**src/verilog/fpu_pkg.sv**
```systemverilog
/*
  fpu package
  single-precision format widths, opcodes, controller states and the operand/result layouts
*/
package fpu_pkg;

  // ieee-754 single precision layout
  localparam int unsigned fp_w   = 32;
  localparam int unsigned exp_w  = 8;
  localparam int unsigned frac_w = 23;

  // fraction plus the hidden bit
  localparam int unsigned sig_w = 24;

  // significand plus a carry bit and a sign bit for two's complement add/sub
  localparam int unsigned add_w = 26;

  // exponent bias, sized to the exponent field
  localparam logic [exp_w-1:0] exp_bias = 8'd127;

  // arithmetic operation requested by the host
  typedef enum logic [1:0] {
    op_add = 2'd0,
    op_sub = 2'd1,
    op_mul = 2'd2
  } fpu_op_e;

  // controller states
  typedef enum logic [2:0] {
    st_idle     = 3'd0,
    st_load     = 3'd1,
    st_exec     = 3'd2,
    st_done     = 3'd3,
    st_wait_low = 3'd4
  } ctrl_state_e;

  // one decoded operand, hidden bit already in place
  typedef struct packed {
    logic             sign;
    logic [exp_w-1:0] exp;
    logic [sig_w-1:0] sig;
  } fp_unpacked_t;

  // ieee packet as seen on the output and at each unit
  typedef struct packed {
    logic              sign;
    logic [exp_w-1:0]  exp;
    logic [frac_w-1:0] frac;
  } fp_packet_t;

endpackage
```
**src/verilog/fpu_top.sv**
```systemverilog
/*
  fpu top
  single-precision add/sub/mul unit with a four-phase start/cmd_end handshake
*/
`timescale 1ns/1ps

module fpu_top (
  input  logic                      clk,
  input  logic                      arst,
  input  logic [fpu_pkg::fp_w-1:0]  a_operand,
  input  logic [fpu_pkg::fp_w-1:0]  b_operand,
  input  fpu_pkg::fpu_op_e          operation,
  input  logic                      start,
  output fpu_pkg::fp_packet_t       result,
  output logic                      cmd_end,
  output logic                      busy
);

  // controller strobes
  logic load;
  logic capture;

  // registered operands and opcode
  fpu_pkg::fp_unpacked_t a_dec;
  fpu_pkg::fp_unpacked_t b_dec;
  fpu_pkg::fpu_op_e      op_q;

  // unit results, both computed every cycle
  fpu_pkg::fp_packet_t sum;
  fpu_pkg::fp_packet_t product;

  fpu_ctrl u_fpu_ctrl (
    .clk     (clk),
    .arst    (arst),
    .start   (start),
    .load    (load),
    .capture (capture),
    .busy    (busy),
    .cmd_end (cmd_end)
  );

  fpu_decode u_fpu_decode (
    .clk       (clk),
    .arst      (arst),
    .load      (load),
    .a_operand (a_operand),
    .b_operand (b_operand),
    .operation (operation),
    .a_dec     (a_dec),
    .b_dec     (b_dec),
    .op_q      (op_q)
  );

  fpu_add_sub u_fpu_add_sub (
    .a_dec (a_dec),
    .b_dec (b_dec),
    .op_q  (op_q),
    .sum   (sum)
  );

  fpu_mul u_fpu_mul (
    .a_dec   (a_dec),
    .b_dec   (b_dec),
    .product (product)
  );

  fpu_result u_fpu_result (
    .clk     (clk),
    .arst    (arst),
    .capture (capture),
    .op_q    (op_q),
    .sum     (sum),
    .product (product),
    .result  (result)
  );

endmodule

```
**src/verilog/fpu_result.sv**
```systemverilog
/*
  result stage
  picks the unit result for the held opcode and registers the output packet
*/
`timescale 1ns/1ps

module fpu_result (
  input  logic                  clk,
  input  logic                  arst,
  input  logic                  capture,
  input  fpu_pkg::fpu_op_e      op_q,
  input  fpu_pkg::fp_packet_t   sum,
  input  fpu_pkg::fp_packet_t   product,
  output fpu_pkg::fp_packet_t   result
);

  fpu_pkg::fp_packet_t sel;

  // add and sub share one unit
  always_comb begin
    case (op_q)
      fpu_pkg::op_mul: sel = product;
      default:         sel = sum;
    endcase
  end

  // packet held until the next operation captures
  always_ff @(posedge clk, posedge arst) begin
    if (arst) begin
      result <= '0;
    end else if (capture) begin
      result <= sel;
    end
  end

endmodule

```
**src/verilog/fpu_mul.sv**
```systemverilog
/*
  multiply unit
  24x24 significand product, normalization and round to nearest even
*/
`timescale 1ns/1ps

module fpu_mul (
  input  fpu_pkg::fp_unpacked_t a_dec,
  input  fpu_pkg::fp_unpacked_t b_dec,
  output fpu_pkg::fp_packet_t   product
);

  logic [2*fpu_pkg::sig_w-1:0] prod;
  logic [2*fpu_pkg::sig_w-1:0] prod_norm;
  logic [fpu_pkg::sig_w:0]     rounded;
  logic [fpu_pkg::frac_w-1:0]  mant;
  logic [fpu_pkg::exp_w-1:0]   exp_sum;
  logic [fpu_pkg::exp_w-1:0]   exp_norm;
  logic [fpu_pkg::exp_w-1:0]   exp_res;
  logic                        guard;
  logic                        sticky;
  logic                        round_up;

  // product of two 1.x values lies in [1, 4)
  assign prod    = a_dec.sig * b_dec.sig;
  assign exp_sum = a_dec.exp + b_dec.exp - fpu_pkg::exp_bias;

  // top bit set means 1x.xxx, bump exponent
  // otherwise shift so the leading one sits in the top bit
  assign prod_norm = prod[2*fpu_pkg::sig_w-1] ? prod : prod << 1;
  assign exp_norm  = prod[2*fpu_pkg::sig_w-1] ? exp_sum + 1'b1 : exp_sum;

  // guard is the first dropped bit, sticky the rest
  assign guard  = prod_norm[fpu_pkg::sig_w-1];
  assign sticky = |prod_norm[fpu_pkg::sig_w-2:0];

  // ties go up only when the kept lsb is odd
  assign round_up = guard & (sticky | prod_norm[fpu_pkg::sig_w]);

  // extra top bit catches the rounding carry
  assign rounded = prod_norm[2*fpu_pkg::sig_w-1:fpu_pkg::sig_w] + round_up;

  // carry turns 1.111.. into 10.000.., renormalize once more
  assign mant    = rounded[fpu_pkg::sig_w] ? rounded[fpu_pkg::frac_w:1]
                                           : rounded[fpu_pkg::frac_w-1:0];
  assign exp_res = rounded[fpu_pkg::sig_w] ? exp_norm + 1'b1 : exp_norm;

  assign product.sign = a_dec.sign ^ b_dec.sign;
  assign product.exp  = exp_res;
  assign product.frac = mant;

endmodule

```
**src/verilog/fpu_add_sub.sv**
```systemverilog
/*
  add/subtract unit
  aligns exponents, adds in two's complement and renormalizes the magnitude
*/
`timescale 1ns/1ps

module fpu_add_sub (
  input  fpu_pkg::fp_unpacked_t a_dec,
  input  fpu_pkg::fp_unpacked_t b_dec,
  input  fpu_pkg::fpu_op_e      op_q,
  output fpu_pkg::fp_packet_t   sum
);

  // two upper bits per significand, carry at sig_w and sign at the top
  logic [fpu_pkg::add_w-1:0] a_ext;
  logic [fpu_pkg::add_w-1:0] b_ext;
  logic [fpu_pkg::add_w-1:0] a_shift;
  logic [fpu_pkg::add_w-1:0] b_shift;
  logic [fpu_pkg::add_w-1:0] a_tc;
  logic [fpu_pkg::add_w-1:0] b_tc;
  logic [fpu_pkg::add_w-1:0] raw;
  logic [fpu_pkg::add_w-1:0] mag;
  logic [fpu_pkg::add_w-1:0] norm;
  logic                      res_sign;
  logic [fpu_pkg::exp_w-1:0] exp_max;
  logic [fpu_pkg::exp_w-1:0] exp_diff;
  logic [fpu_pkg::exp_w-1:0] exp_res;
  logic [4:0]                lz;

  // leading zeros of the significand field, highest set bit wins
  function automatic logic [4:0] lzc(input logic [fpu_pkg::sig_w-1:0] v);
    logic [4:0] n;
    n = '0;
    for (int i = 0; i < fpu_pkg::sig_w; i++) begin
      if (v[i]) n = 5'(fpu_pkg::sig_w - 1 - i);
    end
    return n;
  endfunction

  assign a_ext = {2'b00, a_dec.sig};
  assign b_ext = {2'b00, b_dec.sig};

  // smaller exponent side is shifted right, low bits truncated
  assign exp_diff = (a_dec.exp < b_dec.exp) ? b_dec.exp - a_dec.exp : a_dec.exp - b_dec.exp;
  assign exp_max  = (a_dec.exp < b_dec.exp) ? b_dec.exp : a_dec.exp;
  assign a_shift  = (a_dec.exp < b_dec.exp) ? a_ext >> exp_diff : a_ext;
  assign b_shift  = (b_dec.exp < a_dec.exp) ? b_ext >> exp_diff : b_ext;

  // negative operands into two's complement
  assign a_tc = a_dec.sign ? -a_shift : a_shift;
  assign b_tc = b_dec.sign ? -b_shift : b_shift;

  always_comb begin
    raw      = (op_q == fpu_pkg::op_sub) ? a_tc - b_tc : a_tc + b_tc;
    res_sign = raw[fpu_pkg::add_w-1];
    mag      = res_sign ? -raw : raw;
    lz       = lzc(mag[fpu_pkg::sig_w-1:0]);
    if (mag == '0) begin
      // full cancellation, exponent forced to zero
      norm    = '0;
      exp_res = '0;
    end else if (mag[fpu_pkg::sig_w]) begin
      // carry out of the hidden bit position
      norm    = mag >> 1;
      exp_res = exp_max + 1'b1;
    end else begin
      // bring the leading one back to the hidden bit
      norm    = mag << lz;
      exp_res = exp_max - lz;
    end
  end

  assign sum.sign = res_sign;
  assign sum.exp  = exp_res;
  assign sum.frac = norm[fpu_pkg::frac_w-1:0];

endmodule

```
**src/verilog/fpu_decode.sv**
```systemverilog
/*
  operand decode
  splits both ieee operands into sign, exponent and significand and holds them with the opcode
*/
`timescale 1ns/1ps

module fpu_decode (
  input  logic                      clk,
  input  logic                      arst,
  input  logic                      load,
  input  logic [fpu_pkg::fp_w-1:0]  a_operand,
  input  logic [fpu_pkg::fp_w-1:0]  b_operand,
  input  fpu_pkg::fpu_op_e          operation,
  output fpu_pkg::fp_unpacked_t     a_dec,
  output fpu_pkg::fp_unpacked_t     b_dec,
  output fpu_pkg::fpu_op_e          op_q
);

  // hidden bit is 1 unless the exponent field is zero
  function automatic fpu_pkg::fp_unpacked_t unpack(input logic [fpu_pkg::fp_w-1:0] x);
    fpu_pkg::fp_packet_t   p;
    fpu_pkg::fp_unpacked_t u;
    p      = x;
    u.sign = p.sign;
    u.exp  = p.exp;
    u.sig  = {p.exp != '0, p.frac};
    return u;
  endfunction

  // held stable while the requester is free to change its inputs
  always_ff @(posedge clk, posedge arst) begin
    if (arst) begin
      a_dec <= '0;
      b_dec <= '0;
      op_q  <= fpu_pkg::op_add;
    end else if (load) begin
      a_dec <= unpack(a_operand);
      b_dec <= unpack(b_operand);
      op_q  <= operation;
    end
  end

endmodule

```
**src/verilog/fpu_ctrl.sv**
```systemverilog
/*
  fpu controller
  sequences load, execute and capture and runs the start/cmd_end exchange
*/
`timescale 1ns/1ps

module fpu_ctrl (
  input  logic clk,
  input  logic arst,
  input  logic start,
  output logic load,
  output logic capture,
  output logic busy,
  output logic cmd_end
);

  fpu_pkg::ctrl_state_e state_q;
  fpu_pkg::ctrl_state_e state_d;

  // next state
  always_comb begin
    state_d = state_q;
    case (state_q)
      fpu_pkg::st_idle:
        if (start) state_d = fpu_pkg::st_load;
      // operands go into decode registers
      fpu_pkg::st_load:
        state_d = fpu_pkg::st_exec;
      // units settle, result stage captures
      fpu_pkg::st_exec:
        state_d = fpu_pkg::st_done;
      // hold the packet until the requester lets go of start
      fpu_pkg::st_done:
        if (!start) state_d = fpu_pkg::st_wait_low;
      fpu_pkg::st_wait_low:
        state_d = fpu_pkg::st_idle;
      default:
        state_d = fpu_pkg::st_idle;
    endcase
  end

  always_ff @(posedge clk, posedge arst) begin
    if (arst) begin
      state_q <= fpu_pkg::st_idle;
    end else begin
      state_q <= state_d;
    end
  end

  // outputs registered from the next state
  always_ff @(posedge clk, posedge arst) begin
    if (arst) begin
      load    <= 1'b0;
      capture <= 1'b0;
      busy    <= 1'b0;
      cmd_end <= 1'b0;
    end else begin
      load    <= 1'b0;
      capture <= 1'b0;
      busy    <= 1'b0;
      cmd_end <= 1'b0;
      case (state_d)
        fpu_pkg::st_load: begin
          load <= 1'b1;
          busy <= 1'b1;
        end
        fpu_pkg::st_exec: begin
          capture <= 1'b1;
          busy    <= 1'b1;
        end
        fpu_pkg::st_done: begin
          cmd_end <= 1'b1;
          busy    <= 1'b1;
        end
        // idle and wait_low keep everything low
        default: begin
        end
      endcase
    end
  end

endmodule

```
**config.mk**
```make
export PLATFORM = sky130hd
export DESIGN_NAME = fpu_top
export DESIGN_NICKNAME = d
export VERILOG_FILES = /design/src/verilog/fpu_pkg.sv /design/src/verilog/fpu_top.sv /design/src/verilog/fpu_result.sv /design/src/verilog/fpu_mul.sv /design/src/verilog/fpu_add_sub.sv /design/src/verilog/fpu_decode.sv /design/src/verilog/fpu_ctrl.sv
export SDC_FILE = /design/constraint.sdc
export NUM_CORES = 2
export LEC_CHECK = 0
export BUFFER_PORTS_ARGS = -buffer_cell sky130_fd_sc_hd__buf_2
export CAP_MARGIN = 20
export CORE_ASPECT_RATIO = 1.5
export CORE_UTILIZATION = 45
export CTS_BUF_LIST = sky130_fd_sc_hd__clkbuf_4
export CTS_CLUSTER_SIZE = 16
export DETAILED_ROUTE_END_ITERATION = 8
export MAX_ROUTING_LAYER = met4
export SLEW_MARGIN = 10
export SYNTH_ARGS = -nofsm -noshare
export SYNTH_HDL_FRONTEND = slang
export SYNTH_SLANG_ARGS = --single-unit
export TNS_END_PERCENT = 5
```
**constraint.sdc**
```tcl
create_clock -name clk -period 16.7 [get_ports clk]
set_input_delay 0 -clock clk [delete_from_list [all_inputs] [get_ports clk]]
set_output_delay 0 -clock clk [all_outputs]
set_load 0.1 [all_outputs]
```
# --- After elaboration in Yosys (flattened, before gate mapping) ---
# Index checks and enable logic that the tools add are counted.
totals:
  output_inout_bits: 34
  wordCells: 100
  input_bits: 69
  ff_bits: 107
classes:
  reduce_logical: 6
  eq_ne: 8
  n_lt_le_gt_ge: 2
  n_bitwise: 3
  mux: 48
  n_mul: 1
  n_shift: 3
  addsub: 14
ops:
  columns: ["cell", "n"]
  rows:
  - ["26-bit two-way mux", 6]
  - ["5-bit two-way mux", 24]
  - ["26-bit negation", 3]
  - ["23-bit two-way mux", 3]
  - ["24-bit by 8-bit right shift with 26-bit output", 2]
  - ["24-bit by 24-bit multiplier with 48-bit output", 1]
  - ["48-bit two-way mux", 1]
  - ["8-bit two-way mux", 6]
  - ["32-bit two-way mux", 1]
  - ["26-bit adder", 1]
  - ["26-bit logical NOT", 1]
  - ["26-bit by 5-bit left shift with 23-bit output", 1]
  - ["26-bit subtractor", 1]
  - ["24-bit by 1-bit adder with 25-bit output", 1]
  - ["8-bit by 1-bit adder with 8-bit output (second input constant)", 3]
  - ["23-bit OR reduction", 1]
  - ["8-bit < comparator", 2]
  - ["8-bit nonzero test", 2]
  - ["8-bit subtractor", 2]
  - ["3-bit by 2-bit equality test with 1-bit output (second input constant)", 4]
  - ["3-bit case mux with 4 select lines", 1]
  - ["8-bit adder", 1]
  - ["8-bit by 5-bit subtractor with 8-bit output", 1]
  - ["8-bit by 7-bit subtractor with 8-bit output (second input constant)", 1]
  - ["other kinds (10)", 15]

# --- Depth between registers and ports, before layout ---
logic_depth:
  depth_word: 38
  ltp_mapped: 61
  ltp_nobuf: 54

# --- By module ---
# A second synthesis with hierarchy kept.
hier_totals:
  cells_unflattened: 4730
  hier_area_um2: 38871.0
modules_own_cells:
  columns: ["module", "seq_area_each_um2", "area_per_inst_um2", "n_inst", "cells_per_inst"]
  rows:
  - ["fpu_mul", 0.0, 21933.5, 1, 2607]
  - ["fpu_add_sub", 0.0, 11822.6, 1, 1767]
  - ["fpu_decode", 1701.6, 2884.0, 1, 151]
  - ["fpu_result", 800.8, 1971.9, 1, 184]
  - ["fpu_ctrl", 175.2, 259.0, 1, 21]

# --- Worst setup path before layout ---
# Ideal clock, no wire load.
synth_path:
  path_kind: "flip-flop to flip-flop"
  startpoint: "register, netlist name u_fpu_decode.a_dec[24]"
  endpoint: "register, netlist name u_fpu_result.result[30]"
  n_path_buf: 8
  setup_time_ps: 142
  t_arrival_ps: 11930
  required_ps: 16558
  synth_period_minus_slack_ps: 12073
  path_slack_ps: 4627
  stages_incl_launch_ff: 59
  path_cell_list: "dfrtp_1 inv_1 ha_1 inv_1 fa_1 nand3_1 a21o_1 buf_4 nand3_1 nand2_2 buf_2 mux4_2 a221oi_1 nor3_1 or3_1 inv_1 ha_1 o211ai_1 [... 23 more ...] or3b_4 o311ai_4 a21o_4 buf_8 buf_6 buf_2 ha_1 and2_1 ha_1 a21o_1 a21o_1 a21o_1 a21oi_1 o21bai_1 a21oi_1 xnor2_1 xnor2_1 o221ai_1"
synth_via:
  elab_chain_cells: 38
  word_cells_on_any_way: 55
  classes_between: "add/sub (13); order compare (2); shift (2); mux (37); reduce/logical (1)"
synth_lines:
  columns: ["item", "line", "rtl"]
  rows:
  - ["8-bit subtractor or 8-bit < comparator (tied branches)", "fpu_add_sub.sv:44, fpu_add_sub.sv:45, fpu_add_sub.sv:46", null]
  - ["8-bit two-way mux", "fpu_add_sub.sv:44", "assign exp_diff = (a_dec.exp < b_dec.exp) ? b_dec.exp - a_dec.exp : a_dec.exp - b_dec.exp;"]
  - ["24-bit by 8-bit right shift with 26-bit output (on tied branches)", "fpu_add_sub.sv:46, fpu_add_sub.sv:47", null]
  - ["26-bit two-way mux (on tied branches)", "fpu_add_sub.sv:46, fpu_add_sub.sv:47", null]
  - ["26-bit negation (on tied branches)", "fpu_add_sub.sv:50, fpu_add_sub.sv:51", null]
  - ["26-bit two-way mux (on tied branches)", "fpu_add_sub.sv:50, fpu_add_sub.sv:51", null]
  - ["26-bit adder or 26-bit subtractor (tied branches)", "fpu_add_sub.sv:54", "raw = (op_q == fpu_pkg::op_sub) ? a_tc - b_tc : a_tc + b_tc;"]
  - ["26-bit two-way mux", "fpu_add_sub.sv:54", null]
  - ["26-bit negation", "fpu_add_sub.sv:56", "mag = res_sign ? -raw : raw;"]
  - ["26-bit two-way mux", "fpu_add_sub.sv:56", null]
  - ["5-bit two-way mux (24 in a row)", "fpu_add_sub.sv:35", "if (v[i]) n = 5'(fpu_pkg::sig_w - 1 - i);"]
  - ["8-bit by 5-bit subtractor with 8-bit output", "fpu_add_sub.sv:69", "exp_res = exp_max - lz;"]
  - ["8-bit two-way mux", "fpu_add_sub.sv:62", "end else if (mag[fpu_pkg::sig_w]) begin"]
  - ["8-bit two-way mux", "fpu_add_sub.sv:58", "if (mag == '0) begin"]
  - ["32-bit two-way mux *", "fpu_result.sv:21", "case (op_q)"]
# Every way passes the cells marked *; elsewhere a longest branch is shown, timed or not.
# A chain may end at the register's enable or synchronous reset.

# --- Final worst setup path ---
layout_path:
  startpoint: "register, netlist name u_fpu_decode.a_dec[24]"
  endpoint: "register, netlist name u_fpu_result.result[30]"
layout_via:
  elab_chain_cells: 38
  word_cells_on_any_way: 55
  classes_between: "add/sub (13); order compare (2); shift (2); mux (37); reduce/logical (1)"
layout_lines:
  columns: ["item", "line"]
  rows:
  - ["8-bit subtractor or 8-bit < comparator (tied branches)", "fpu_add_sub.sv:44, fpu_add_sub.sv:45, fpu_add_sub.sv:46"]
  - ["8-bit two-way mux", "fpu_add_sub.sv:44"]
  - ["24-bit by 8-bit right shift with 26-bit output (on tied branches)", "fpu_add_sub.sv:46, fpu_add_sub.sv:47"]
  - ["26-bit two-way mux (on tied branches)", "fpu_add_sub.sv:46, fpu_add_sub.sv:47"]
  - ["26-bit negation (on tied branches)", "fpu_add_sub.sv:50, fpu_add_sub.sv:51"]
  - ["26-bit two-way mux (on tied branches)", "fpu_add_sub.sv:50, fpu_add_sub.sv:51"]
  - ["26-bit adder or 26-bit subtractor (tied branches)", "fpu_add_sub.sv:54"]
  - ["26-bit two-way mux", "fpu_add_sub.sv:54"]
  - ["26-bit negation", "fpu_add_sub.sv:56"]
  - ["26-bit two-way mux", "fpu_add_sub.sv:56"]
  - ["5-bit two-way mux (24 in a row)", "fpu_add_sub.sv:35"]
  - ["8-bit by 5-bit subtractor with 8-bit output", "fpu_add_sub.sv:69"]
  - ["8-bit two-way mux", "fpu_add_sub.sv:62"]
  - ["8-bit two-way mux", "fpu_add_sub.sv:58"]
  - ["32-bit two-way mux *", "fpu_result.sv:21"]
# Marked as above.

==> impl_metrics.json <==
{
  "status": "finished, final reports clean",
  "io_pins": 103,
  "die_area_mm2": 0.0801,
  "dr_total_vias": 32400,
  "highest_layer": "met4",
  "wl_met3_um": 7410,
  "final_antenna_net_count": 0,
  "rows": 125,
  "hpwl_um": 97600,
  "core_mm2": 0.0777,
  "place_congestion": 1.00,
  "cp_slowest_stage_delay_ps": 650,
  "relSlewSlack": 0.287,
  "hold_path.class": "in -> async",
  "first_global_vias": 33500,
  "drcViolationCount": 0,
  "cts_tree": "yes",
  "met1_length_um": 48600,
  "path_max_fanout": 50,
  "drt-initial-drc-count": 2606,
  "reg2reg_depth": 51,
  "cts.repair.resized": 0,
  "r2r_setup_slack_ps": 2590,
  "vias_per_cell": 6.03,
  "clockBufferDepth": 2,
  "firstDrtPassIters": 8,
  "clock-skew-final_ps": 46.5,
  "cts_inserted_buffers": 9,
  "synth_edf_count": 0,
  "grt_max_degree": 64,
  "hold_viol": 0,
  "clkLatencyLatePin_ps": 630,
  "crit_slowest_cell": "or4b_1",
  "worst-slew-pin-transition_ps": 1060,
  "die_y_um": 346,
  "ys_seq_elements": 107,
  "crit_path_start_kind": "register",
  "grt_pass1_wl_um": 198000,
  "ys_types": 112,
  "endpoint_kind": "register",
  "netlist_area_mm2": 0.0355,
  "grt_util_all_layers": 0.334,
  "layout_min_cycle_time_ps": 14110,
  "initial_core_util": 0.457,
  "routed_wl_um": 128000,
  "nets": 5144,
  "area_growth_pct": 6.21,
  "critPathTopFamily": "simple AND/OR/NAND/NOR gates",
  "setup_tns_ps": 0,
  "netlist_instances": 4348,
  "setup_violations": 0,
  "root_buffer": "clkbuf_4",
  "met2_length_um": 64200,
  "r2r_end": "u_fpu_result.result[30]",
  "ys.warnings.count": 0,
  "cp.required_ps": 17180,
  "cts_sinks": 107,
  "slew_viol_final": 0,
  "synth_top_flop_cell": "dfrtp_1",
  "seq_area_frac_synth": 0.0754,
  "syn_area_per_cell_um2": 8.17,
  "cap_violations": 0,
  "wl_per_cell_um": 23.8,
  "h-tree-depth": 3,
  "fmax_mhz": 70.9,
  "grt_setup_unrepaired": "false",
  "cp.arrival_ps": 14590,
  "port_buffers": 102,
  "synth_fp_nets": 5150,
  "drive_gt1_frac": 0.0840,
  "ys_async_sr_fraction": 1.00,
  "fin_crit_sh": 0.845,
  "grt.overflow.total": 0,
  "clk_pin_slew_worst_paths_ps": 240,
  "path_buf_inv": 4,
  "path_class": "reg -> reg",
  "chipWidth_um": 231,
  "antenna_found_initial": 6,
  "worstReg2RegStart": "u_fpu_decode.a_dec[24]"
}
Yosys cell counts, drive strengths merged (9+ instances only):
master     n  area (um2)
nand2    655        2470
inv      570        2140
fa       487        9750
ha       246        3080
and2     213        1330
clkbuf   209         785
nor2     191         732
a21oi    163         823
o21ai    155         780
xnor2    127        1140
mux2i    126        1260
dfrtp    107        2680
nand3     97         485
nor3      90         467
xor2      86         753
mux2      73         833
buf       63         352
a21o      48         368
and3      37         231
a211oi    36         275
a31oi     36         225
nand4     33         206
o31ai     28         215
o211ai    27         203
o21a      27         204
nor2b     23         144
nor4      23         159
mux4      22         495
nand2b    22         138
a22o      20         175
a22oi     20         150
or2       20         125
o22ai     19         119
or3       19         119
nor3b     13        97.6
a41oi     12         105
o21bai    12        90.1
o221ai    12         105
o41ai     12         120
or4       12        90.1
a211o     11        96.3
a2111oi    9        81.3
per-stage QoR:
stage | setup WS (ps) | util | cells | hold WS [ps] | area, um2
global placement | 2970 | 0.474 | 5277 | 188 | 36900
detailed placement | 2780 | 0.474 | 5277 | 187 | 36900
finish | 2590 | 0.485 | 5369 | 20.0 | 37700
floorplan | 4630 | - | 4348 | 70.9 | 35500
global route | 1670 | 0.485 | 5369 | 93.2 | 37700
CTS | 2700 | 0.485 | 5362 | 9.60 | 37700
sequential cells by signal, indices dropped and copies added, names as in the netlist:
signal	flops
u_fpu_decode.a_dec	33
u_fpu_result.result	32
u_fpu_ctrl.cmd_end	1
u_fpu_ctrl.load	1
u_fpu_ctrl.busy	1
u_fpu_ctrl.state_q	3
u_fpu_ctrl.capture	1
u_fpu_decode.b_dec	33
u_fpu_decode.op_q	2
cell usage in the layout, fill, tap and decap left out, types with 20 or more instances in the layout:
cell and instances:
nor2_1 186, nor4_1 21, nor3_1 88, a22oi_1 20, nand3_1 97, nand2b_1 22
nor2b_1 22, dlygate4sd3_1 69, ha_1 245, nand4_1 33, o21ai_0 141, and2_1 212
xnor2_1 122, buf_4 83, buf_2 103, xor2_1 86, mux4_2 22, o21a_1 26
fa_1 487, nand2_1 652, o31ai_1 27, o211ai_1 27, a22o_1 20, mux2i_1 124
a21oi_1 161, dfrtp_1 99, mux2_2 68, and3_1 37, a211oi_1 34, a31oi_1 34
a21o_1 47, inv_1 568
tightest hold or removal path: stages:
cell and delay [ps]:
dlygate4sd3_1 530, buf_2 130, inv_4 530
worst max-delay path by stage:
stage	startpoint	end	slack, ps	cells past startpoint
CTS	u_fpu_decode.a_dec[24]	u_fpu_result.result[30]	2700	51
finish	u_fpu_decode.a_dec[24]	u_fpu_result.result[30]	2590	51
global route	u_fpu_decode.a_dec[24]	u_fpu_result.result[30]	1670	52
floorplan	u_fpu_decode.a_dec[24]	u_fpu_result.result[30]	4630	58
detailed placement	u_fpu_decode.a_dec[24]	u_fpu_result.result[30]	2780	52
global placement	u_fpu_decode.a_dec[24]	u_fpu_result.result[30]	2970	51
metal layers:
| layer | global-route usage | vias to the layer above |
|---|---|---|
| met1 | 0.381 | 16200 |
| met3 | 0.0358 | 385 |
| met2 | 0.571 | 1279 |
| met4 | 0.175 | 0 |
| li1 | - | 14500 |
| met5 | - | - |
logic make-up (layout without fill, tap and decap cells):
| group | count (synthesis) | after routing | synth area share |
|---|---|---|---|
| DFF | 107 | 107 | 0.0754 |
| other | 0 | 6 | 0 |
| AOI/OAI and AO/OA | 757 | 757 | 0.146 |
| muxes | 221 | 221 | 0.0731 |
| buffers and inverters | 844 | 843 | 0.0925 |
| xor gates and xnor gates | 213 | 213 | 0.0534 |
| adders and majority gates | 733 | 733 | 0.361 |
| and+or+nand+nor | 1473 | 1473 | 0.198 |
layout make-up:
type / instances / area [um2]
diodes: 6 / 15.0
clock buffers: 9 / 67.6
clock inverters: 7 / 80.1
fillers: 7638 / 40000
inverters: 572 / 2150
multi-input cells: 3397 / 29600
flip-flops and latches: 107 / 2690
well taps: 1016 / 1270
repair buffers: 255 / 1830
repair_timing:
action                     CTS  global route
hold endpoints to repair   127             0
setup endpoints to repair    0             0
hold buffers                69             0
buffers inserted             0             0
Power is not shown: default switching activity piles up to over one toggle a cycle in this logic, so the estimate is an artifact.
